$ cat config.mk
export PLATFORM = sky130hd
export DESIGN_NAME = copper_decode
export DESIGN_NICKNAME = d
export VERILOG_FILES = /design/src/hdl/copper_pkg.sv /design/src/hdl/copper_decode.sv
export SDC_FILE = /design/constraint.sdc
export NUM_CORES = 1
export LEC_CHECK = 0
export ABC_AREA = 1
export BUFFER_PORTS_ARGS = -buffer_cell sky130_fd_sc_hd__buf_2
export CAP_MARGIN = 20
export CORE_ASPECT_RATIO = 0.6
export CORE_MARGIN = 2
export CORE_UTILIZATION = 40
export DETAILED_ROUTE_END_ITERATION = 10
export GPL_TIMING_DRIVEN = 0
export PLACE_DENSITY = 0.93
export REMOVE_ABC_BUFFERS = 1
export SYNTH_ARGS = -nofsm -noshare
export SYNTH_HDL_FRONTEND = slang
export SYNTH_SLANG_ARGS = --single-unit
$ cat constraint.sdc
create_clock -name clk -period 1.9 [get_ports clk]
set_input_delay 0.285 -clock clk [delete_from_list [all_inputs] [get_ports clk]]
set_output_delay 0.285 -clock clk [all_outputs]
set_load 0.05 [all_outputs]
$ cat src/hdl/copper_pkg.sv
// copper shared definitions
package copper_pkg;

    // beam coordinate, register address and data widths
    localparam int POS_W  = 10;
    localparam int REG_W  = 8;
    localparam int DATA_W = 16;

    // opcodes, 2'd2 is reserved and runs as END
    localparam logic [1:0] OP_WAIT = 2'd0;
    localparam logic [1:0] OP_MOVE = 2'd1;
    localparam logic [1:0] OP_END  = 2'd3;

    // control and status register, everything below it is program memory
    localparam logic [11:0] CTRL_ADDR = 12'h400;

    typedef struct packed {
        logic [POS_W-1:0] v_pos;
        logic [POS_W-1:0] h_pos;
        logic [9:0]       unused;
        logic [1:0]       op;
    } cop_wait_t;

    typedef struct packed {
        logic [DATA_W-1:0] data;
        logic [REG_W-1:0]  reg_addr;
        logic [5:0]        unused;
        logic [1:0]        op;
    } cop_move_t;

    // one instruction word, seen either as a WAIT or as a MOVE
    typedef union packed {
        cop_wait_t wt;
        cop_move_t mv;
    } cop_instr_t;

endpackage
$ cat src/hdl/copper_decode.sv
// copper instruction decode stage
`timescale 1ns/1ns

module copper_decode (
    input  logic                             clk,
    input  logic                             reset_i,
    input  logic                             cop_enable_i,
    input  logic                             frame_start_i,
    input  logic                             stall_i,
    input  logic                             f_valid_i,
    input  logic [31:0]                      f_instr_i,
    output logic                             d_valid_o,
    output logic [1:0]                       d_op_o,
    output logic [2*copper_pkg::POS_W-1:0]   d_target_o,
    output logic [copper_pkg::REG_W-1:0]     d_reg_addr_o,
    output logic [copper_pkg::DATA_W-1:0]    d_data_o
);

    copper_pkg::cop_instr_t instr;
    logic [1:0]             op;
    logic                   flush;

    assign instr = f_instr_i;
    assign flush = frame_start_i || !cop_enable_i;

    // reserved opcode folds into END
    always_comb begin
        case (instr.wt.op)
            copper_pkg::OP_WAIT: op = copper_pkg::OP_WAIT;
            copper_pkg::OP_MOVE: op = copper_pkg::OP_MOVE;
            default:             op = copper_pkg::OP_END;
        endcase
    end

    always_ff @(posedge clk) begin
        if (reset_i || flush) begin
            d_valid_o <= 1'b0;
        end else if (!stall_i) begin
            d_valid_o <= f_valid_i;
        end
    end

    // payload follows the valid bit, both views are captured
    always_ff @(posedge clk) begin
        if (!stall_i) begin
            d_op_o       <= op;
            d_target_o   <= {instr.wt.v_pos, instr.wt.h_pos};
            d_reg_addr_o <= instr.mv.reg_addr;
            d_data_o     <= instr.mv.data;
        end
    end

endmodule

==> impl_metrics.csv <==
group,metric,value,unit
run_status,status,"completed",
logic_synthesis,yosys.area.top_type,"edfxtp_1",
logic_synthesis,synth_seq_cells,27,
pwr,peakVddDrop,0.3229,mV
clocking,clock-sinks,27,
worst_setup_path,slowest_stage,"edfxtp_1",
worst_setup_path,cp.required,1.62,ns
place,placedCellCount,148,
worst_setup_path,path_max_fanout,2,
floorplanning,start_util,0.4107,
clocking,h-tree-depth,1,
worst_setup_path,critPathCaptureType,"output pin",
place,pre_cts_slack,0.7039,ns
timing,fin_ws,0.7065,ns
timing,fin_setup_tns,0,ns
pwr,power_density,1080,mW/mm2
floorplanning,pin_count,85,
timing,finalHoldViolations,0,
worst_setup_path,cp_top_family,"flip-flops",
timing,timing.fmax,0.8379,GHz
logic_synthesis,synthesis.yosys.warnings,0,
timing,min_period,1.194,ns
global_route,track_usage,0.1228,
floorplanning,chipHeight,42.87,um
min_path,holdPathStages,1,
global_route,grt_pass1_wl,2.490,mm
clocking,cts_root_buffer,"clkbuf_8",
clocking,insertion_delay,0.26,ns
pwr,power.leakage,0.6313,nW
detailed_routing,drt_iter0_drc,64,
logic_synthesis,synthesis.area,0.001007,mm2
final_layout,fin_area,0.001330,mm2
place,gp_congestion,0.5707,
clocking,post_cts_resized,0,
clocking,clk_path_buf_depth,2,
global_route,grt_overflow,0,
detailed_routing,via_per_inst,4.046,
timing,post-route-period-util,0.6282,
global_route,grt_max_degree,28,
clocking,cts_tree,"built",
worst_setup_path,crit_chain,"buf_2",
logic_synthesis,ys_types,11,
detailed_routing,drt-total-wl,1.903,mm
global_route,grt_pass1_vias,579,
logic_synthesis,ys_top_cells_by_area,"edfxtp_1 78%, buf_4 15%, dfxtp_1 2.0%, inv_1 1.5%, nand2_2 1.2%",
global_route,antenna_found_initial,0,
detailed_routing,drc,0,
clocking,cts_buffers,3,
place,dpl_cell_area,0.001284,mm2
detailed_routing,vias,615,
min_path,hold_path_end,"d_target_o[17]",
worst_setup_path,worstReg2RegEnd,"d_valid_o",
floorplanning,core-area,0.002452,mm2
timing,maxSlewViolCount,0,
clocking,post_cts.repair.setup_buffers,0,
detailed_routing,antenna_left,0,
min_path,hold_class,"primary input to register",
clocking,clkTransAtPathRegs,0.09,ns
place,io_buffers,78,
worst_setup_path,r2r_cells,4,
worst_setup_path,cp.arrival,0.91,ns
detailed_routing,dr.pass1.iters,2,
worst_setup_path,reg2reg_from,"d_valid_o",
final_layout,nNetsFinal,159,
floorplanning,die_area,0.002949,mm2
worst_setup_path,critPathKind,"register to output pin",
final_layout,syn2layout_area_growth,32.05,%
timing,worstMarginPinSlew,0.5547,ns
detailed_routing,wl_per_cell,12.52,um
floorplanning,rows,14,
logic_synthesis,synth_cells,59,
logic_synthesis,synth_top_area_frac,0.7752,
worst_setup_path,max_stage_delay,0.37,ns
final_layout,drive_gt1_frac,0.7167,
worst_setup_path,cp_num_buf_inv,1,
worst_setup_path,r2r_slack,1.31,ns
place,dp.final_hpwl,1.500,mm
clocking,cts-hold-fix-buffers,0,
run,maxCapViolCount,0,
final_layout,finalNonFillerCells,152,
worst_setup_path,start_kind,"register",
timing,maxSlewHeadroom,0.6297,
timing,grt_setup_unrepaired,"false",
logic_synthesis,synth_area_per_cell,17.07,um2
floorplanning,die_x,68.78,um
min_path,hp-start,"f_instr_i[29]",
timing,final.setup_skew,0,ns
final_layout,diodes,0,
logic_synthesis,ys_seq_area_frac,0.7950,
timing,setup_viol,0,
-- worst max-delay path by stage --
stage	from	end	cells after the start
final	d_target_o[8]	d_data_o[4]	1
after global routing	d_target_o[3]	d_target_o[3]	1
after CTS	d_target_o[8]	d_data_o[4]	1
after detailed placement	stall_i	d_target_o[7]	2
after global placement	stall_i	d_reg_addr_o[2]	2
after floorplan	d_target_o[4]	d_data_o[0]	0
-- cell families (layout without fill, tap and decap cells) --
family / after synthesis / in the layout / share of synthesized area
simple gates: 6 / 6 / 0.03354
buf+inv: 26 / 87 / 0.1714
flops: 27 / 27 / 0.7950
-- where the power goes --
part	switching (W)	internal (W)
combinational	0.000326	0.0000761
sequential	0.0000169	0.000703
clock	0.000168	0.000147
-- state kept, by name (all words and copies together), names as in the netlist --
signal and cells:
d_valid_o 1, d_reg_addr_o 4, d_target_o 20, d_op_o 2
-- routing by layer --
layer	share of wire	vias to the layer above	global-route usage
met5	0	-	0
li1	-	301	-
met2	0.56	34	0.2538
met3	0.11	2	0.06366
met1	0.33	278	0.1023
met4	0.0032	0	0.01176
-- cell type report --
type                    count  area (um2)
clock buffers               3       41.29
clock inverters             1       5.005
inverters                   5       18.77
multi-input cells           6       33.78
repair buffers             78       390.4
well taps                  32       40.04
flip-flops and latches     27       800.8
fillers                   217        1122
-- per-stage QoR --
step                      utilization  total power [W]  hold WS [ns]
after floorplan                     -         0.001031        0.3839
after global placement         0.5235         0.001130        0.4618
after detailed placement       0.5235         0.001139        0.4633
after CTS                      0.5423         0.001452        0.1794
after global routing           0.5423         0.001494        0.1673
final                          0.5423         0.001436        0.1826
-- synthesized netlist by cell type --
cell	n
edfxtp_1	26
buf_4	20
inv_1	4
nand2_2	2
clkbuf_1	1
dfxtp_1	1
inv_2	1
nand2_1	1
nand3_1	1
nor2_2	1
or2_1	1
-- layout by cell type (no fill, tap or decap) --
cell type	Yosys	routed
nand2_2	2	2
dfxtp_1	1	1
nand3_1	1	1
edfxtp_1	26	26
clkinv_2	0	1
inv_1	4	4
or2_1	1	1
clkbuf_8	0	3
inv_2	1	1
nand2_1	1	1
nor2_2	1	1
buf_2	0	78
(Power assumes the default switching activity.)
