===== config.mk =====
export PLATFORM = sky130hd
export DESIGN_NAME = copper_apb_regs
export DESIGN_NICKNAME = d
export VERILOG_FILES = /design/src/hdl/copper_pkg.sv /design/src/hdl/copper_apb_regs.sv
export SDC_FILE = /design/constraint.sdc
export NUM_CORES = 1
export LEC_CHECK = 0
export BUFFER_PORTS_ARGS = -buffer_cell sky130_fd_sc_hd__buf_2
export CORE_ASPECT_RATIO = 0.8
export CORE_UTILIZATION = 29
export CTS_BUF_LIST = sky130_fd_sc_hd__clkbuf_16
export DETAILED_ROUTE_END_ITERATION = 10
export GPL_ROUTABILITY_DRIVEN = 0
export GPL_TIMING_DRIVEN = 0
export HOLD_SLACK_MARGIN = 0.02
export PLACE_DENSITY = 0.93
export SYNTH_ARGS = -nofsm -noshare
export SYNTH_HDL_FRONTEND = slang
export SYNTH_SLANG_ARGS = --single-unit
export TNS_END_PERCENT = 1

===== constraint.sdc =====
create_clock -name clk -period 3 [get_ports clk]
set_clock_uncertainty 0.15 [all_clocks]
set_input_delay 0.15 -clock clk [delete_from_list [all_inputs] [get_ports clk]]
set_output_delay 0.15 -clock clk [all_outputs]
set_load 0.02 [all_outputs]

===== src/hdl/copper_pkg.sv =====
// copper shared definitions
package copper_pkg;

    // beam coordinate, register address and data widths
    localparam int POS_W  = 10;
    localparam int REG_W  = 8;
    localparam int DATA_W = 16;

    // opcodes, 2'd2 is reserved and runs as END
    localparam logic [1:0] OP_WAIT = 2'd0;
    localparam logic [1:0] OP_MOVE = 2'd1;
    localparam logic [1:0] OP_END  = 2'd3;

    // control and status register, everything below it is program memory
    localparam logic [11:0] CTRL_ADDR = 12'h400;

    typedef struct packed {
        logic [POS_W-1:0] v_pos;
        logic [POS_W-1:0] h_pos;
        logic [9:0]       unused;
        logic [1:0]       op;
    } cop_wait_t;

    typedef struct packed {
        logic [DATA_W-1:0] data;
        logic [REG_W-1:0]  reg_addr;
        logic [5:0]        unused;
        logic [1:0]        op;
    } cop_move_t;

    // one instruction word, seen either as a WAIT or as a MOVE
    typedef union packed {
        cop_wait_t wt;
        cop_move_t mv;
    } cop_instr_t;

endpackage

===== src/hdl/copper_apb_regs.sv =====
// copper APB register block
`timescale 1ns/1ns

module copper_apb_regs #(
    parameter int MEM_AWIDTH = 8
) (
    input  logic                  clk,
    input  logic                  reset_i,
    input  logic                  psel_i,
    input  logic                  penable_i,
    input  logic                  pwrite_i,
    input  logic [11:0]           paddr_i,
    input  logic [31:0]           pwdata_i,
    input  logic                  cop_halted_i,
    output logic [31:0]           prdata_o,
    output logic                  pready_o,
    output logic                  pslverr_o,
    output logic                  mem_wr_en_o,
    output logic [MEM_AWIDTH-1:0] mem_wr_addr_o,
    output logic [31:0]           mem_wr_data_o,
    output logic                  cop_enable_o
);

    logic access;
    logic is_mem;
    logic is_ctrl;
    logic enable_q;

    // address map decode, valid only in the access phase
    assign access  = psel_i && penable_i;
    assign is_mem  = paddr_i < copper_pkg::CTRL_ADDR;
    assign is_ctrl = paddr_i == copper_pkg::CTRL_ADDR;

    // no wait states
    assign pready_o = 1'b1;

    // program memory is write only from the host
    assign pslverr_o = access && ((is_mem && !pwrite_i) || (!is_mem && !is_ctrl));

    // memory write lands at the edge that ends the access cycle
    assign mem_wr_en_o   = access && pwrite_i && is_mem;
    assign mem_wr_addr_o = paddr_i[2 +: MEM_AWIDTH];
    assign mem_wr_data_o = pwdata_i;

    always_ff @(posedge clk) begin
        if (reset_i) begin
            enable_q <= 1'b0;
        end else if (access && pwrite_i && is_ctrl) begin
            enable_q <= pwdata_i[0];
        end
    end

    assign cop_enable_o = enable_q;

    // status readback, bit 1 is read only
    always_comb begin
        prdata_o = '0;
        if (access && !pwrite_i && is_ctrl) begin
            prdata_o = {30'b0, cop_halted_i, enable_q};
        end
    end

endmodule


==> summary.txt, run 1 <==
Synth
  • Post-Syn Instances: a little over 90
  • Adder-cell share of the synthesized area: 0%
  • Mean Syn Cell Area: 7.71 um^2
  • Seq/Total Area, Yosys: 2.85%
  • Simple-gate share of the synthesized area: 18.2%
  • Synth Warn #: 0
  • Main combinational cell family by area after synthesis: buffers and inverters
  • Mux cell area share after synthesis: 1.43%
  • Post-Syn Area: about 700 um^2
  • Post-synthesis register bit count: 1
  • Synth unique cells: 16
  • Post-Synth XOR/XNOR Area: 0%
  • Synth Area in Compound Gates: 0%

Place
  • Placed cell area: 1160 um^2
  • Port buffer count: between 60 and 70
  • DP Wirelength: 1.49 mm

Global routing
  • Met3 Usage GRT: 0.568%
  • Largest net degree at the start of global routing: 5
  • Met1 Track Usage GR: 8.65%
  • GRT Util Overall: 7.66%
  • GR Overflow Total: 0
  • First-pass GRT wire length: 1.66 mm
  • GR Util met2: 16.7%
  • Busiest layer in global routing: met2
  • Number of global-route vias before repair: 427
  • Initial antenna violation count: 0

Timing
  • RSZ-0062 raised after global routing: false
  • Hold slack final: ~0.28 ns
  • Count of pins over their slew limit: 0
  • Fin crit share: 66.2%
  • Fmax: approximately 500 MHz
  • Final setup TNS: 0 ns
  • Final Setup Violations: 0
  • Fin. Hold Viols: 0
  • Tmin final: around 2.0 ns

Worst setup path
  • Worst EP required: around 2.7 ns
  • Critical-path maximum fanout: 3
  • CP endpoint kind: output port
  • Critical path arrival: ~1.7 ns
  • CP Launch Type: input pin
  • Crit path kind: in -> out
  • Reg-to-reg setup timing slack: 2.28 ns

Final layout
  • Antenna diodes: 0
  • Layout cell share with drive strength beyond 1: 76.0%
  • Post-route cell area: 1160 um^2
  • Final Util: 52.3%
  • Max reg flops: 1
  • Area Growth Syn to Fin: 64.9%
  • Fin nets: between 200 and 250

Power and ir drop
  • P_int: 0.000103 W
  • P_leak: 0.767 nW
  • PD cells: 176 nW/um^2
  • Switch Pwr: 0.000101 W
  • Sequential share of power: 6.6%
  • Combinational Power Share: 93.4%
  • Clock network fraction of design power: 0%
  • VDD IR max: 0.0865 mV
  • Net Sw Frac: 49.4%

Flow run
  • Number of max-cap violations: 0

Route
  • Wire per inst: 7.23 um
  • Antenna-violating nets left: 0
  • DR vias: 700
  • Initial drt markers: 19
  • Drt pass-1 iters: 7
  • Vias per inst: 3.37
  • DRC Markers: 12
  • DRT Wirelength: 1.50 mm

Die
  • Initial core utilization: 31.7%
  • Die area: 2620 um^2
  • Die Y: 46.0 um
  • Core area: 2210 um^2
  • Row cnt: 15
  • I/O pin cnt: 126
  • Die Width: 57.0 um

Clocking
  • Hold Buf Count CTS: 0
  • Post_cts resized: 0
  • Clk Latency, worst-skew pair: 0 ns
  • Clk pin slew, worst setup/hold paths: 0 ns
  • Setup bufs post-CTS: 0

Run status
  • Run status: finished with violations
  • Failing checks: design-rule violations

Worst hold path
  • HP Class: in -> reg
==> critical path: stages <==
cell and delay, ns:
buf_2 0.11, or4b_1 0.56, or3_4 0.44, nor4b_4 0.24, buf_2 0.20
==> worst paths after layout <==
| path | to | cells after the start | start |
|---|---|---|---|
| hold reg to reg | cop_enable_o | 2 | cop_enable_o |
| setup / recovery | prdata_o[0] | 5 | paddr_i[8] |
| setup reg to reg | cop_enable_o | 2 | cop_enable_o |
| hold / removal | cop_enable_o | 3 | pwdata_i[0] |
==> power by group through the flow <==
stage / registers (W) / logic, W / clock network, W
CTS: 0.0000136 / 0.000190 / 0
detailed placement: 0.0000136 / 0.000190 / 0
finish: 0.0000136 / 0.000191 / 0
global route: 0.0000136 / 0.000202 / 0
floorplan: 0.0000136 / 0.000149 / 0
global placement: 0.0000136 / 0.000188 / 0
==> cells in the mapped netlist <==
cell type / instances / share of area (%)
and3b_1: 1 / 1.2
buf_4: 71 / 76
conb_1: 2 / 1.1
dfxtp_1: 1 / 2.9
inv_1: 1 / 0.53
mux2i_1: 1 / 1.4
nand2_1: 2 / 1.1
nand2b_1: 2 / 1.8
nand3_1: 1 / 0.71
nor2_1: 2 / 1.1
nor4_1: 1 / 0.89
nor4_2: 1 / 1.8
nor4b_4: 1 / 3.4
or3_4: 1 / 1.6
or4_4: 2 / 3.2
or4b_1: 1 / 1.4
==> layout by cell type (no fill, tap or decap) <==
cell type   n
nor4b_4     1
conb_1     31
or3_4       1
dfxtp_1     1
mux2i_1     1
and3b_1     1
nor4_2      1
nand3_1     1
nand2_1     2
buf_2      63
nand2b_1    2
buf_4      71
or4_4       2
inv_1       1
nor2_1      2
nor4_1      1
or4b_1      1
==> area by class of cell <==
| type | count | area, um^2 |
|---|---|---|
| fillers | 206 | 1060 |
| plain buffers | 71 | 533 |
| flip-flops and latches | 1 | 20.0 |
| multi-input cells | 47 | 254 |
| inverters | 1 | 3.75 |
| repair buffers | 63 | 315 |
| well taps | 25 | 31.3 |
==> kinds of logic (layout without fill, tap and decap cells) <==
group                  Yosys count  after routing
other                            2             31
AND/OR/NAND/NOR                 15             15
multiplexers                     1              1
buffers and inverters           72            135
flip-flops                       1              1
==> per-stage QoR <==
step	power, W	std cells	worst slack, ns
6_report	0.000204	208	1.01
5_1_grt	0.000216	208	0.953
4_1_cts	0.000203	208	0.990
3_5_place_dp	0.000203	208	0.992
3_3_place_gp	0.000202	208	1.00
2_1_floorplan	0.000163	120	1.12
==> routing by layer <==
layer | vias up | share of wire, %
li1 | 369 | -
met1 | 280 | 31
met2 | 51 | 55
met3 | 0 | 14
met4 | 0 | 0
met5 | - | 0
No activity file was read; power rests on OpenSTA's default activity.
==> inputs of run 2 (changes only) <==
- CORE_UTILIZATION: 29 -> 24
- PLACE_DENSITY: 0.93 -> 0.83
- clock period: 3 -> 1.8 ns (I/O delays scaled with it)
==> run 2 against run 1 <==
  * The flow finishes with violations (negative setup slack)
  * Setup slack worse by 1.0 ns
  * Routed wire length up 8.0%
  * Utilization down 8.7 points
  * Global-route usage up 0.78 points
  * Design area up 4.0%
  * Sequential cell count unchanged
  * Power up 69%
  * Register-to-register slack worse by 1.2 ns
  * Worst hold slack worse by 0.059 ns
  * Combinational power up 69%
  * Critical endpoint unchanged
  * Highest routed layer unchanged
==> summary.txt, run 2 (same netlist as run 1, synthesis figures left out) <==
Run status
  • Run status: finished with violations (unchanged)
  • Failing checks: negative setup slack (was design-rule violations)

Worst setup path
  • CP startpoint: paddr_i[0] (was paddr_i[8])
  • Crit Reg-Reg Startpoint: cop_enable_o (unchanged)
  • Critical path endpoint: prdata_o[0] (unchanged)
  • Reg2reg path depth: 2 (unchanged)
  • RR Endpoint: cop_enable_o (unchanged)
  • Reg-to-reg setup timing slack: 1.06 ns (was 2.28 ns)
  • CP cell instances: buf_6 -> or4_4 -> or3_4 -> nor4b_4 -> buf_4 (was buf_2 -> or4b_1 -> or3_4 -> nor4b_4 -> buf_2)
  • Critical path arrival: 1.56 ns (was 1.69 ns)
  • Critical-path maximum fanout: 3 (unchanged)
  • CP endpoint kind: output port (unchanged)
  • CP Launch Type: input pin (unchanged)
  • Slowest cell on the critical path: or4_4 (was or4b_1)
  • Max incr delay on CP: 0.52 ns (was 0.56 ns)
  • Worst EP required: 1.56 ns (was 2.70 ns)
  • Crit path kind: in -> out (unchanged)

Final layout
  • Non-filler instance count after layout: 221 (was 208)
  • Commonest cells after routing, fill and taps aside: buf_4 (73), buf_2 (59), conb_1 (31) (was buf_4 (71), buf_2 (63), conb_1 (31))
  • Max reg flops: 1 (unchanged)
  • Area Growth Syn to Fin: 71.5% (was 64.9%)
  • Most common cell after layout, fill and taps aside: buf_4 (unchanged)
  • Final Util: 43.5% (was 52.3%)
  • Antenna diodes: 0 (unchanged)
  • Layout cell share with drive strength beyond 1: 76.5% (was 76.0%)
  • Fin nets: 235 (unchanged)

Timing
  • Fin. Hold Viols: 0 (unchanged)
  • Count of pins over their slew limit: 0 (unchanged)
  • Final setup margin: -0.000966 ns (was 1.01 ns)
  • Tmin final: roughly 1.8 ns
  • Fin crit share: 100%
  • RSZ-0062 raised after global routing: true (was false)
  • Fmax: between 500 and 600 MHz
  • Final Setup Violations: 1 (was 0)

Clocking
  • Clk Latency, worst-skew pair: 0 ns (about the same)
  • Clk pin slew, worst setup/hold paths: 0 ns (about the same)
  • Hold Buf Count CTS: 0 (unchanged)

Die
  • Core area: 2770 um^2 (was 2210 um^2)
  • Row cnt: 17 (was 15)
  • Die area: 3150 um^2 (was 2620 um^2)
  • Die Width: 62.5 um (was 57.0 um)
  • I/O pin cnt: 126 (unchanged)
  • Die Y: 50.4 um (was 46.0 um)
  • Initial core utilization: 25.4% (was 31.7%)

Global routing
  • GR Overflow Total: 0 (unchanged)
  • Initial antenna violation count: 0 (unchanged)
  • Number of global-route vias before repair: 535 (was 427)
  • GRT Util Overall: 8.44% (was 7.66%)
  • First-pass GRT wire length: 2.27 mm (was 1.66 mm)
  • Largest net degree at the start of global routing: 5 (unchanged)

Route
  • Routed wl met2: 941 um (was 826 um)
  • Drt pass-1 iters: 3 (was 7)
  • DR vias: 712 (was 700)
  • Vias per inst: 3.22 (was 3.37)
  • WL met1: 515 um (was 470 um)
  • DR top layer: met3 (unchanged)
  • DR WL met3: 169 um (was 207 um)
  • Wire per inst: 7.35 um (was 7.23 um)
  • DRC Markers: 0 (was 12)
  • Antenna-violating nets left: 0 (unchanged)
  • Initial drt markers: 2 (was 19)
  • DRT Wirelength: 1.63 mm (was 1.50 mm)

Power and ir drop
  • VDD IR max: 0.114 mV (was 0.0865 mV)
  • P_leak: 0.776 nW (was 0.767 nW)
  • PD cells: 287 nW/um^2 (was 176 nW/um^2)
  • Pwr Total: 0.000346 W (was 0.000204 W)

Place
  • Port buffer count: 63 (unchanged)
  • DP Worst Slack: -0.0740 ns (was 0.992 ns)
  • DP Wirelength: 1.57 mm (was 1.49 mm)
  • Placed Instances: 221 (was 208)

Worst hold path
  • HP Class: in -> reg (unchanged)

Flow run
  • Number of max-cap violations: 0 (unchanged)
-- run 2: cell counts in the layout (fill, tap and decap cells not counted) --
Identical to the previous run, type by type.
-- run 2: critical path: cells and delay by family --
family                 cells  cell delay (ns)
and+or+nand+nor            3             1.21
buffers and inverters      2             0.26
-- run 2: timing repair --
item                                    4_1_cts  5_1_grt
pin swaps                                     1        0
resized for setup                             5        1
endpoints found under the setup margin        2        2
buffers inserted                              0        0
-- run 2: worst min-delay path by stage --
stage | start | endpoint | cells after the start
3_5_place_dp | reset_i | cop_enable_o | 3
6_report | pwdata_i[0] | cop_enable_o | 3
4_1_cts | reset_i | cop_enable_o | 3
5_1_grt | pwdata_i[0] | cop_enable_o | 3
2_1_floorplan | pwrite_i | prdata_o[0] | 1
3_3_place_gp | reset_i | cop_enable_o | 3
-- run 2: stage by stage --
step,area (um^2),hold WS [ns],TNS [ns]
after floorplan,811,0.0670,0
after global placement,1170,0.217,-0.143
after detailed placement,1170,0.222,-0.148
after CTS,1200,0.225,-0.0112
after global routing,1200,0.241,-0.0686
final,1200,0.222,-0.000966
-- run 2: cell type report --
cell class | count | area [um^2]
Buffer | 71 | 533
Fill cell | 295 | 1560
Inverter | 1 | 3.75
Multi-Input combinational cell | 47 | 267
Sequential cell | 1 | 20.0
Tap cell | 38 | 47.5
Timing Repair Buffer | 63 | 333
-- run 2: where the power goes --
part / total, W / switching, W / internal, W
sequential: 0.0000226 / 0.000000000526 / 0.0000226
combinational: 0.000323 / 0.000170 / 0.000153
clock: 0 / 0 / 0
total: 0.000346 / 0.000170 / 0.000175
-- run 2: routing by layer --
metal,vias up,GRT usage (%)
met5,-,0
met4,0,0
met3,0,1.14
met2,51,19.7
met1,291,7.93
li1,370,-
