===== src/hdl/copper_pkg.sv =====
// copper shared definitions
package copper_pkg;

    // beam coordinate, register address and data widths
    localparam int POS_W  = 10;
    localparam int REG_W  = 8;
    localparam int DATA_W = 16;

    // opcodes, 2'd2 is reserved and runs as END
    localparam logic [1:0] OP_WAIT = 2'd0;
    localparam logic [1:0] OP_MOVE = 2'd1;
    localparam logic [1:0] OP_END  = 2'd3;

    // control and status register, everything below it is program memory
    localparam logic [11:0] CTRL_ADDR = 12'h400;

    typedef struct packed {
        logic [POS_W-1:0] v_pos;
        logic [POS_W-1:0] h_pos;
        logic [9:0]       unused;
        logic [1:0]       op;
    } cop_wait_t;

    typedef struct packed {
        logic [DATA_W-1:0] data;
        logic [REG_W-1:0]  reg_addr;
        logic [5:0]        unused;
        logic [1:0]        op;
    } cop_move_t;

    // one instruction word, seen either as a WAIT or as a MOVE
    typedef union packed {
        cop_wait_t wt;
        cop_move_t mv;
    } cop_instr_t;

endpackage

===== src/hdl/beam_counter.sv =====
// video beam position counter
`timescale 1ns/1ns

module beam_counter #(
    parameter int H_TOTAL = 800,
    parameter int V_TOTAL = 525
) (
    input  logic                         clk,
    input  logic                         reset_i,
    output logic [copper_pkg::POS_W-1:0] beam_h_o,
    output logic [copper_pkg::POS_W-1:0] beam_v_o,
    output logic                         frame_start_o
);

    localparam int PW = copper_pkg::POS_W;

    logic [PW-1:0] h_q;
    logic [PW-1:0] v_q;
    logic [PW-1:0] h_next;
    logic [PW-1:0] v_next;
    logic          h_wrap;
    logic          frame_start_q;

    assign h_wrap = h_q == PW'(H_TOTAL - 1);
    assign h_next = h_wrap ? '0 : h_q + 1'b1;

    always_comb begin
        v_next = v_q;
        if (h_wrap) begin
            v_next = (v_q == PW'(V_TOTAL - 1)) ? '0 : v_q + 1'b1;
        end
    end

    // frame start is registered alongside the position it marks
    always_ff @(posedge clk) begin
        if (reset_i) begin
            h_q           <= '0;
            v_q           <= '0;
            frame_start_q <= 1'b1;
        end else begin
            h_q           <= h_next;
            v_q           <= v_next;
            frame_start_q <= (h_next == '0) && (v_next == '0);
        end
    end

    assign beam_h_o      = h_q;
    assign beam_v_o      = v_q;
    assign frame_start_o = frame_start_q;

endmodule


===== config.mk =====
export PLATFORM = sky130hd
export DESIGN_NAME = beam_counter
export DESIGN_NICKNAME = d
export VERILOG_FILES = /design/src/hdl/copper_pkg.sv /design/src/hdl/beam_counter.sv
export SDC_FILE = /design/constraint.sdc
export NUM_CORES = 1
export LEC_CHECK = 0
export BUFFER_PORTS_ARGS = -buffer_cell sky130_fd_sc_hd__buf_2
export CORE_MARGIN = 3
export CORE_UTILIZATION = 54
export DETAILED_ROUTE_END_ITERATION = 6
export PLACE_DENSITY = 0.78
export REMOVE_ABC_BUFFERS = 1
export SLEW_MARGIN = 40
export SYNTH_ARGS = -nofsm -noshare
export SYNTH_HDL_FRONTEND = slang
export SYNTH_SLANG_ARGS = --single-unit

===== constraint.sdc =====
create_clock -name clk -period 2.27 [get_ports clk]
set_input_delay 0.454 -clock clk [delete_from_list [all_inputs] [get_ports clk]]
set_output_delay 0.454 -clock clk [all_outputs]
set_load 0.02 [all_outputs]

==> impl_metrics.ini, run 1 <==
[grt]
grt_pass1_wl_um = 4574
track_usage_pct = 21.41
grt_pass1_vias = 1042
grt-busiest-layer = met2
grtUsageMet2_pct = 35.66
met3_usage_pct = 3.815
overflow = 0
grt_max_degree = 22
gr-usage-met1_pct = 26.87
antenna_found_initial = 0

[timing]
tightest_slew_ns = 0.4779
drv_slew = 0
final.setup_skew_ns = 0.007748
finalHoldViolCount = 0
period_needed_ns = 2.072
finalSetupViolations = 0
relSlewSlack_pct = 67.90
fmax_mhz = 482.7
period_share_pct = 91.27
rsz0062_at_grt = false
final.setup.tns_ns = 0

[routing]
wl_um = 2809
avgRoutedWirePerCell_um = 13.98
via_count = 1175
via_per_inst = 5.846
ant_nets = 0
drc = 0
first_iter_violations = 15
first_pass_iters = 4

[cells_and_area]
multiInputGateArea_um2 = 775.7
final_common_cell = buf_2
diodes = 0
fillers = 189
final_cell_mix = buf_2, dfxtp_1, nor2_1
nets = 180
area_growth_syn_to_layout_pct = 12.61
ff_latch_area_um2 = 420.4
drive_gt1_share_pct = 22.99

[critical_path]
crit_path_start_kind = flop
crit_path_end_kind = flop
r2r_end = frame_start_o
crit_type = reg -> reg
crit_path_max_fanout = 8
arrival_ns = 2.34
required_ns = 2.53
r2r_slack_ns = 0.20
r2r-start = beam_v_o[5]
rr_worst_depth = 5

[clock_tree]
cts_hold_buf = 0
post_cts_buffers = 0
cts_buffers = 3
cts_sinks = 21
htree_num_levels = 1
path_clk_slew_ns = 0.12
cts_resized = 0
cts_tree = done
root_buffer = clkbuf_4
clock_path_buffers = 2
insertion_delay_ns = 0.31

[synth]
ys.warnings.count = 0
async_flop_share_pct = 0
ys.flop_type = dfxtp_1
ys_ff_latch = 21
synth_top_cells_by_area = dfxtp_1, xnor2_1, nor2_1, xor2_1, nor3_1
synthDistinctLibCells = 49
netlist.top_cell.by_area = dfxtp_1
syn-mean-instance-area_um2 = 8.289
syn_area_mm2 = 0.001260
yosysSeqAreaShare_pct = 33.37
synth_top_area_share_pct = 33.37
syn_inst = 152
synth-edff-count = 0

[hold_path]
min_path_cells = 2
hp-start = reset_i
holdPathEnd = beam_h_o[6]
min_path_type = in -> reg

[power]
finalPower_mw = 0.5965
cellLeakagePower_nw = 0.5458
powerDensity_mw_per_mm2 = 420.4
vdd_drop_max_v = 0.0004115

[placement]
hpwl_um = 2078
gp_congestion = 0.9014
port_buffers = 22

[die]
core-area_mm2 = 0.002082
die_area_mm2 = 0.002949
fp.dieW_um = 54.31
pin_count = 23
initial_core_util_pct = 60.52
die_h_um = 54.31
row_count = 16

[run]
max-cap-violations = 0

[run_status]
status = completed
==> sequential cells by signal, summed over array words and instances, names as in the netlist <==
| signal | flops |
|---|---|
| frame_start_o | 1 |
| beam_h_o | 10 |
| beam_v_o | 10 |
==> report_power, final <==
part           internal, mW  switching (mW)  leakage [nW]
combinational        0.0109          0.0197         0.361
clock                0.0686           0.116        0.0150
sequential            0.374         0.00706         0.170
total                 0.453           0.143         0.546
==> worst max-delay path, stage by stage, from the launching register on <==
cell,delay [ns]
dfxtp_1,0.39
or4_4,0.54
nor4_4,0.45
o21ai_1,0.14
a222oi_1,0.31
a41o_1,0.19
==> cell families (layout without fill, tap and decap cells) <==
group	count (synthesis)	count (layout)	synth area share (%)
AO/OA/AOI/OAI	30	30	15.89
XOR/XNOR	15	15	10.43
adder cells (fa/ha/maj)	3	3	2.979
buffers and inverters	13	35	5.064
flip-flops	21	21	33.37
AND/OR/NAND/NOR	70	70	32.28
==> cell usage after synthesis, drive strengths merged, types with 2 or more instances <==
cell,n
clkbuf,5
or4,2
ha,3
a21oi,9
nand3,7
nand4,3
nand2,12
buf,3
o21ai,5
and3,2
a31oi,3
dfxtp,21
nor2,16
inv,4
a22oi,2
nor3,11
xnor2,9
nor4,4
xor2,6
or3,4
and2,2
==> stage by stage <==
step           instances  worst slack (ns)  util [%]  cell area, um2  hold slack [ns]
2_1_floorplan        143           0.01434         -            1211           0.5231
3_3_place_gp         197            0.2900     66.89            1393           0.4976
3_5_place_dp         197            0.2381     66.89            1393           0.5412
4_1_cts              201            0.2110     68.15            1419           0.5342
5_1_grt              201           0.06056     68.15            1419           0.5677
6_report             201            0.1982     68.15            1419           0.5396
==> how the worst max path moves through the flow <==
stage / end / start / cells past startpoint
2_1_floorplan: beam_v_o[4] / beam_h_o[0] / 6
3_3_place_gp: frame_start_o / beam_v_o[5] / 5
3_5_place_dp: frame_start_o / beam_v_o[5] / 5
4_1_cts: frame_start_o / beam_v_o[5] / 5
5_1_grt: frame_start_o / beam_v_o[5] / 5
6_report: frame_start_o / beam_v_o[5] / 5
==> per-layer routing <==
metal  share of wire, %  wire, um
met1                 45      1253
met2                 47      1331
met3                6.1       171
met4                1.9        53
met5                  0         0
==> layout make-up <==
type	instances	area share (%)
Multi-Input combinational cell	118	54.67
Timing Repair Buffer	27	10.41
Clock buffer	4	1.852
Tap cell	27	2.381
Inverter	4	1.058
Sequential cell	21	29.63
No activity file was read; power rests on OpenSTA's default activity.
==> run 2, diff against run 1 <==
--- a/config.mk
+++ b/config.mk
@@ -9,7 +9,7 @@
 export CORE_MARGIN = 3
 export CORE_UTILIZATION = 54
 export DETAILED_ROUTE_END_ITERATION = 6
-export PLACE_DENSITY = 0.78
+export PLACE_DENSITY = 0.81
 export REMOVE_ABC_BUFFERS = 1
 export SLEW_MARGIN = 40
 export SYNTH_ARGS = -nofsm -noshare
==> run 2 against run 1 <==
Against the previous run: clock skew shrank 0.00083 ns; global-route usage grew 1.4 points; sequential power is essentially flat; fmax shrank 3.7%; cell area grew 2.6%; cell count grew 2.0%; combinational power grew 14%; highest routed layer unchanged; clock-buffer cell count is the same; die area is the same; critical path type unchanged.
==> impl_metrics.ini, run 2 (synthesis gave the netlist of run 1 again) <==
[timing]
layout_setup_ws_ns = 0.1178
period_needed_ns = 2.152
drv_slew = 0
relSlewSlack_pct = 65.00
final.setup_skew_ns = 0.006914
rsz0062_at_grt = false
tightest_slew_ns = 0.5184
finalSetupViolations = 0
final.setup.tns_ns = 0
finalHoldViolCount = 0
fmax_mhz = 464.6
period_share_pct = 94.81

[die]
fp.dieW_um = 54.31
initial_core_util_pct = 60.52
core-area_mm2 = 0.002082
die_area_mm2 = 0.002949
row_count = 16
die_h_um = 54.31
pin_count = 23

[power]
seq_power_share_pct = 63.3
powerDensity_mw_per_mm2 = 412.1
switching_share_pct = 24.08
finalPower_mw = 0.6003
internal_power_mw = 0.4557
vdd_drop_max_v = 0.0003044
p_clk_share_pct = 30.9
p_switching_mw = 0.1446
cellLeakagePower_nw = 0.5680
combPwrFrac_pct = 5.8

[grt]
grt_max_degree = 22
overflow = 0
grt_pass1_vias = 1087
track_usage_pct = 22.80
grt_pass1_wl_um = 4974
antenna_found_initial = 0

[routing]
via_per_inst = 6.107
wl_um = 3087
first_pass_iters = 4
met2_length_um = 1530
dr_wl_met3_um = 170
via_count = 1252
avgRoutedWirePerCell_um = 15.06
ant_nets = 0
routed.top_layer = met4
wl_met1_um = 1333
first_iter_violations = 69
drc = 0

[clock_tree]
root_buffer = clkbuf_4
cts_buffers = 3
path_clk_slew_ns = 0.12
cts_sinks = 21
htree_num_levels = 1
clock_path_buffers = 2
cts_tree = done
insertion_delay_ns = 0.31

[critical_path]
required_ns = 2.51
path_delay_family = simple AND/OR/NAND/NOR gates
cp_slowest_cell = or3_4
critPathBufInv = 0
cp_cell_sequence = ha_2, nand4_2, or3_4, or2_1, or3_1, a21oi_1
crit_type = reg -> reg
crit_path_end_kind = flop
arrival_ns = 2.40
cpPeakStageDelay_ns = 0.47
crit_path_start_kind = flop
crit_path_max_fanout = 8

[run]
max-cap-violations = 0

[cells_and_area]
diodes = 0
area_growth_syn_to_layout_pct = 15.59
final_util_pct = 69.95
drive_gt1_share_pct = 25.84
final_common_cell = buf_2
final_cell_mix = buf_2, dfxtp_1, nor2_1
nets = 184

[hold_path]
min_path_type = in -> reg

[placement]
gp_congestion = 0.8844
place_ws_ns = 0.05929
port_buffers = 22
hpwl_um = 2166

[run_status]
status = completed
[run 2: path summary, 6_finish.rpt]
kind                      end  slack, ns  cells after the start         from
hold / removal    beam_v_o[6]       0.54                      2      reset_i
setup reg to reg  beam_v_o[4]       0.12                      6  beam_h_o[1]
setup / recovery  beam_v_o[4]       0.12                      6  beam_h_o[1]
hold reg to reg   beam_h_o[0]       0.58                      2  beam_h_o[0]
[run 2: power by group through the flow]
stage / logic [mW] / registers (mW) / clock network, mW
finish: 0.0348 / 0.380 / 0.185
global route: 0.0379 / 0.381 / 0.195
CTS: 0.0344 / 0.380 / 0.185
detailed placement: 0.0339 / 0.388 / 0
global placement: 0.0327 / 0.387 / 0
floorplan: 0.00968 / 0.395 / 0
[run 2: metal layers]
metal / up-vias / GRT usage, %
met3: 7 / 4.087
met1: 592 / 29.45
li1: 602 / -
met5: - / 0
met2: 51 / 37.65
met4: 0 / 8.299
[run 2: repair_timing]
action | 4_1_cts | 5_1_grt
gates resized for setup | 0 | 2
hold endpoints to repair | 0 | 0
hold buffers | 0 | 0
setup endpoints to repair | 0 | 1
buffers inserted | 0 | 0
[run 2: worst register-to-register path, delay by kind of cell, from the launching register on]
family / cells / cell delay [ns]
simple gates: 4 / 1.28
compound gates: 1 / 0.13
flops: 1 / 0.43
fa+ha+maj: 1 / 0.26
[run 2: area by class of cell]
type | instances | area, um2
multi-input cells | 118 | 783.3
fillers | 188 | 625.6
flip-flops and latches | 21 | 420.4
repair buffers | 31 | 177.7
well taps | 27 | 33.78
clock buffers | 4 | 26.28
inverters | 4 | 15.01
[run 2: per-stage QoR]
step | instances | hold WS (ns) | cell area (um2)
2_1_floorplan | 143 | 0.5231 | 1211
4_1_cts | 205 | 0.5414 | 1449
3_3_place_gp | 201 | 0.5305 | 1423
5_1_grt | 205 | 0.5649 | 1456
3_5_place_dp | 201 | 0.5535 | 1423
6_report | 205 | 0.5423 | 1456
==> run 3, diff against run 2 <==
--- a/config.mk
+++ b/config.mk
@@ -9,8 +9,9 @@
 export CORE_MARGIN = 3
 export CORE_UTILIZATION = 54
 export DETAILED_ROUTE_END_ITERATION = 6
-export PLACE_DENSITY = 0.81
+export PLACE_DENSITY = 0.78
 export REMOVE_ABC_BUFFERS = 1
+export SETUP_SLACK_MARGIN = 0.5
 export SLEW_MARGIN = 40
 export SYNTH_ARGS = -nofsm -noshare
 export SYNTH_HDL_FRONTEND = slang
==> run 3 against run 2 <==
Against the previous run: register-to-register slack better by 0.33 ns; setup slack better by 0.33 ns; sequential share of layout area down 0.53 points; hold slack worse by 0.030 ns; largest cell class unchanged.
==> impl_metrics.ini, run 3 (synthesis gave the netlist of run 1 again) <==
[run_status]
status = completed

[critical_path]
cp_common_cell = buf_4
required_ns = 2.50
path_delay_family = compound AO/OA/AOI/OAI gates
cpPeakStageDelay_ns = 0.39
crit_path_end_kind = flop
r2r-start = beam_h_o[0]
crit_path_start_kind = flop
cp_cell_sequence = ha_4, nand4_2, buf_4, nor4_4, buf_4, a21o_1, a222oi_1, a41o_1
rr_worst_depth = 8
cp_slowest_cell = dfxtp_4
r2r_slack_ns = 0.45
critPathBufInv = 2
arrival_ns = 2.06
crit_path_max_fanout = 5
r2r_end = frame_start_o
crit_type = reg -> reg

[clock_tree]
path_clk_slew_ns = 0.12
insertion_delay_ns = 0.32
cts_hold_buf = 0
cts_buffers = 3
root_buffer = clkbuf_4
clock_path_buffers = 2
cts_tree = done
cts_sinks = 21
htree_num_levels = 1

[timing]
final.setup_skew_ns = 0.004539
fmax_mhz = 548.2
tightest_slew_ns = 0.4567
final.setup.tns_ns = 0
holdWs_ns = 0.5126
relSlewSlack_pct = 69.17
layout_setup_ws_ns = 0.4457
period_share_pct = 80.37
finalHoldViolCount = 0
drv_slew = 0
period_needed_ns = 1.824
rsz0062_at_grt = true
finalSetupViolations = 0

[hold_path]
min_path_cells = 2
hp-start = reset_i
min_path_type = in -> reg
holdPathEnd = beam_v_o[0]

[routing]
via_count = 1262
avgRoutedWirePerCell_um = 15.92
wl_um = 3343
drc = 0
via_per_inst = 6.010
first_pass_iters = 4
first_iter_violations = 35
ant_nets = 0

[cells_and_area]
final_area_mm2 = 0.001585
nets = 189
final_cell_mix = buf_2, nor2_1, buf_4
fillers = 172
drive_gt1_share_pct = 36.61
final_common_cell = buf_2
ff_latch_area_um2 = 449.2
diodes = 0
area_growth_syn_to_layout_pct = 25.82
multiInputGateArea_um2 = 842.1

[run]
max-cap-violations = 0

[placement]
place_ws_ns = 0.2381
gp_congestion = 0.9014
dpl_cell_area_mm2 = 0.001393
hpwl_um = 2078
port_buffers = 22

[die]
initial_core_util_pct = 60.52
pin_count = 23
row_count = 16
fp.dieW_um = 54.31
die_area_mm2 = 0.002949
core-area_mm2 = 0.002082
die_h_um = 54.31

[grt]
overflow = 0
grt_pass1_wl_um = 5409
grt_pass1_vias = 1144
antenna_found_initial = 0
grt_max_degree = 22
track_usage_pct = 25.78

[power]
internal_power_mw = 0.4563
seq_power_share_pct = 61.6
p_switching_mw = 0.1559
powerDensity_mw_per_mm2 = 386.2
combPwrFrac_pct = 6.7
switching_share_pct = 25.47
cellLeakagePower_nw = 0.6023
vdd_drop_max_v = 0.0004229
p_clk_share_pct = 31.7
==> run 3: cell type report <==
| class | count | area share [%] |
|---|---|---|
| Clock buffer | 4 | 1.657 |
| Inverter | 4 | 0.9471 |
| Multi-Input combinational cell | 118 | 53.12 |
| Timing Repair Buffer | 36 | 13.81 |
| Tap cell | 27 | 2.131 |
| Sequential cell | 21 | 28.33 |
==> run 3: timing repair <==
item | CTS | global route
pin swaps | 7 | 4
setup buffers | 9 | 0
gates resized for setup | 24 | 6
endpoints found under the setup margin | 10 | 8
endpoints found under the hold margin | 0 | 0
==> run 3: routing by layer <==
| metal | share of wire (%) | wire (um) | vias to the layer above | track usage (%) |
|---|---|---|---|---|
| met2 | 52 | 1731 | 46 | 45.22 |
| met1 | 42 | 1392 | 596 | 30.85 |
| met5 | 0 | 0 | - | 0 |
| met3 | 4.6 | 154 | 5 | 3.542 |
| met4 | 1.9 | 64 | 0 | 11.62 |
| li1 | - | - | 615 | - |
==> run 3: worst register-to-register path, stage by stage, from the launching register on <==
cell,delay [ns]
dfxtp_4,0.39
ha_4,0.16
nand4_2,0.12
buf_4,0.20
nor4_4,0.27
buf_4,0.17
a21o_1,0.11
a222oi_1,0.07
a41o_1,0.24
==> run 3: power groups by stage <==
stage | Combinational (mW) | Sequential (mW) | Clock (mW)
2_1_floorplan | 0.00968 | 0.395 | 0
3_3_place_gp | 0.0300 | 0.389 | 0
3_5_place_dp | 0.0303 | 0.389 | 0
4_1_cts | 0.0395 | 0.376 | 0.188
5_1_grt | 0.0450 | 0.378 | 0.219
6_report | 0.0410 | 0.377 | 0.194
==> run 3: worst max-delay path by stage <==
stage,startpoint,end,slack (ns),depth (start not counted)
final,beam_h_o[0],frame_start_o,0.45,8
after global routing,beam_v_o[5],frame_start_o,0.35,5
after CTS,beam_v_o[4],frame_start_o,0.46,5
after detailed placement,beam_v_o[5],frame_start_o,0.24,5
after global placement,beam_v_o[5],frame_start_o,0.29,5
after floorplan,beam_h_o[0],beam_v_o[4],0.01,6
==> run 3: stage by stage <==
step / power, mW / utilization, % / instances
final: 0.6122 / 76.14 / 210
after global routing: 0.6416 / 76.14 / 210
after CTS: 0.6030 / 74.40 / 210
after detailed placement: 0.4196 / 66.89 / 197
after global placement: 0.4185 / 66.89 / 197
after floorplan: 0.4048 / - / 143
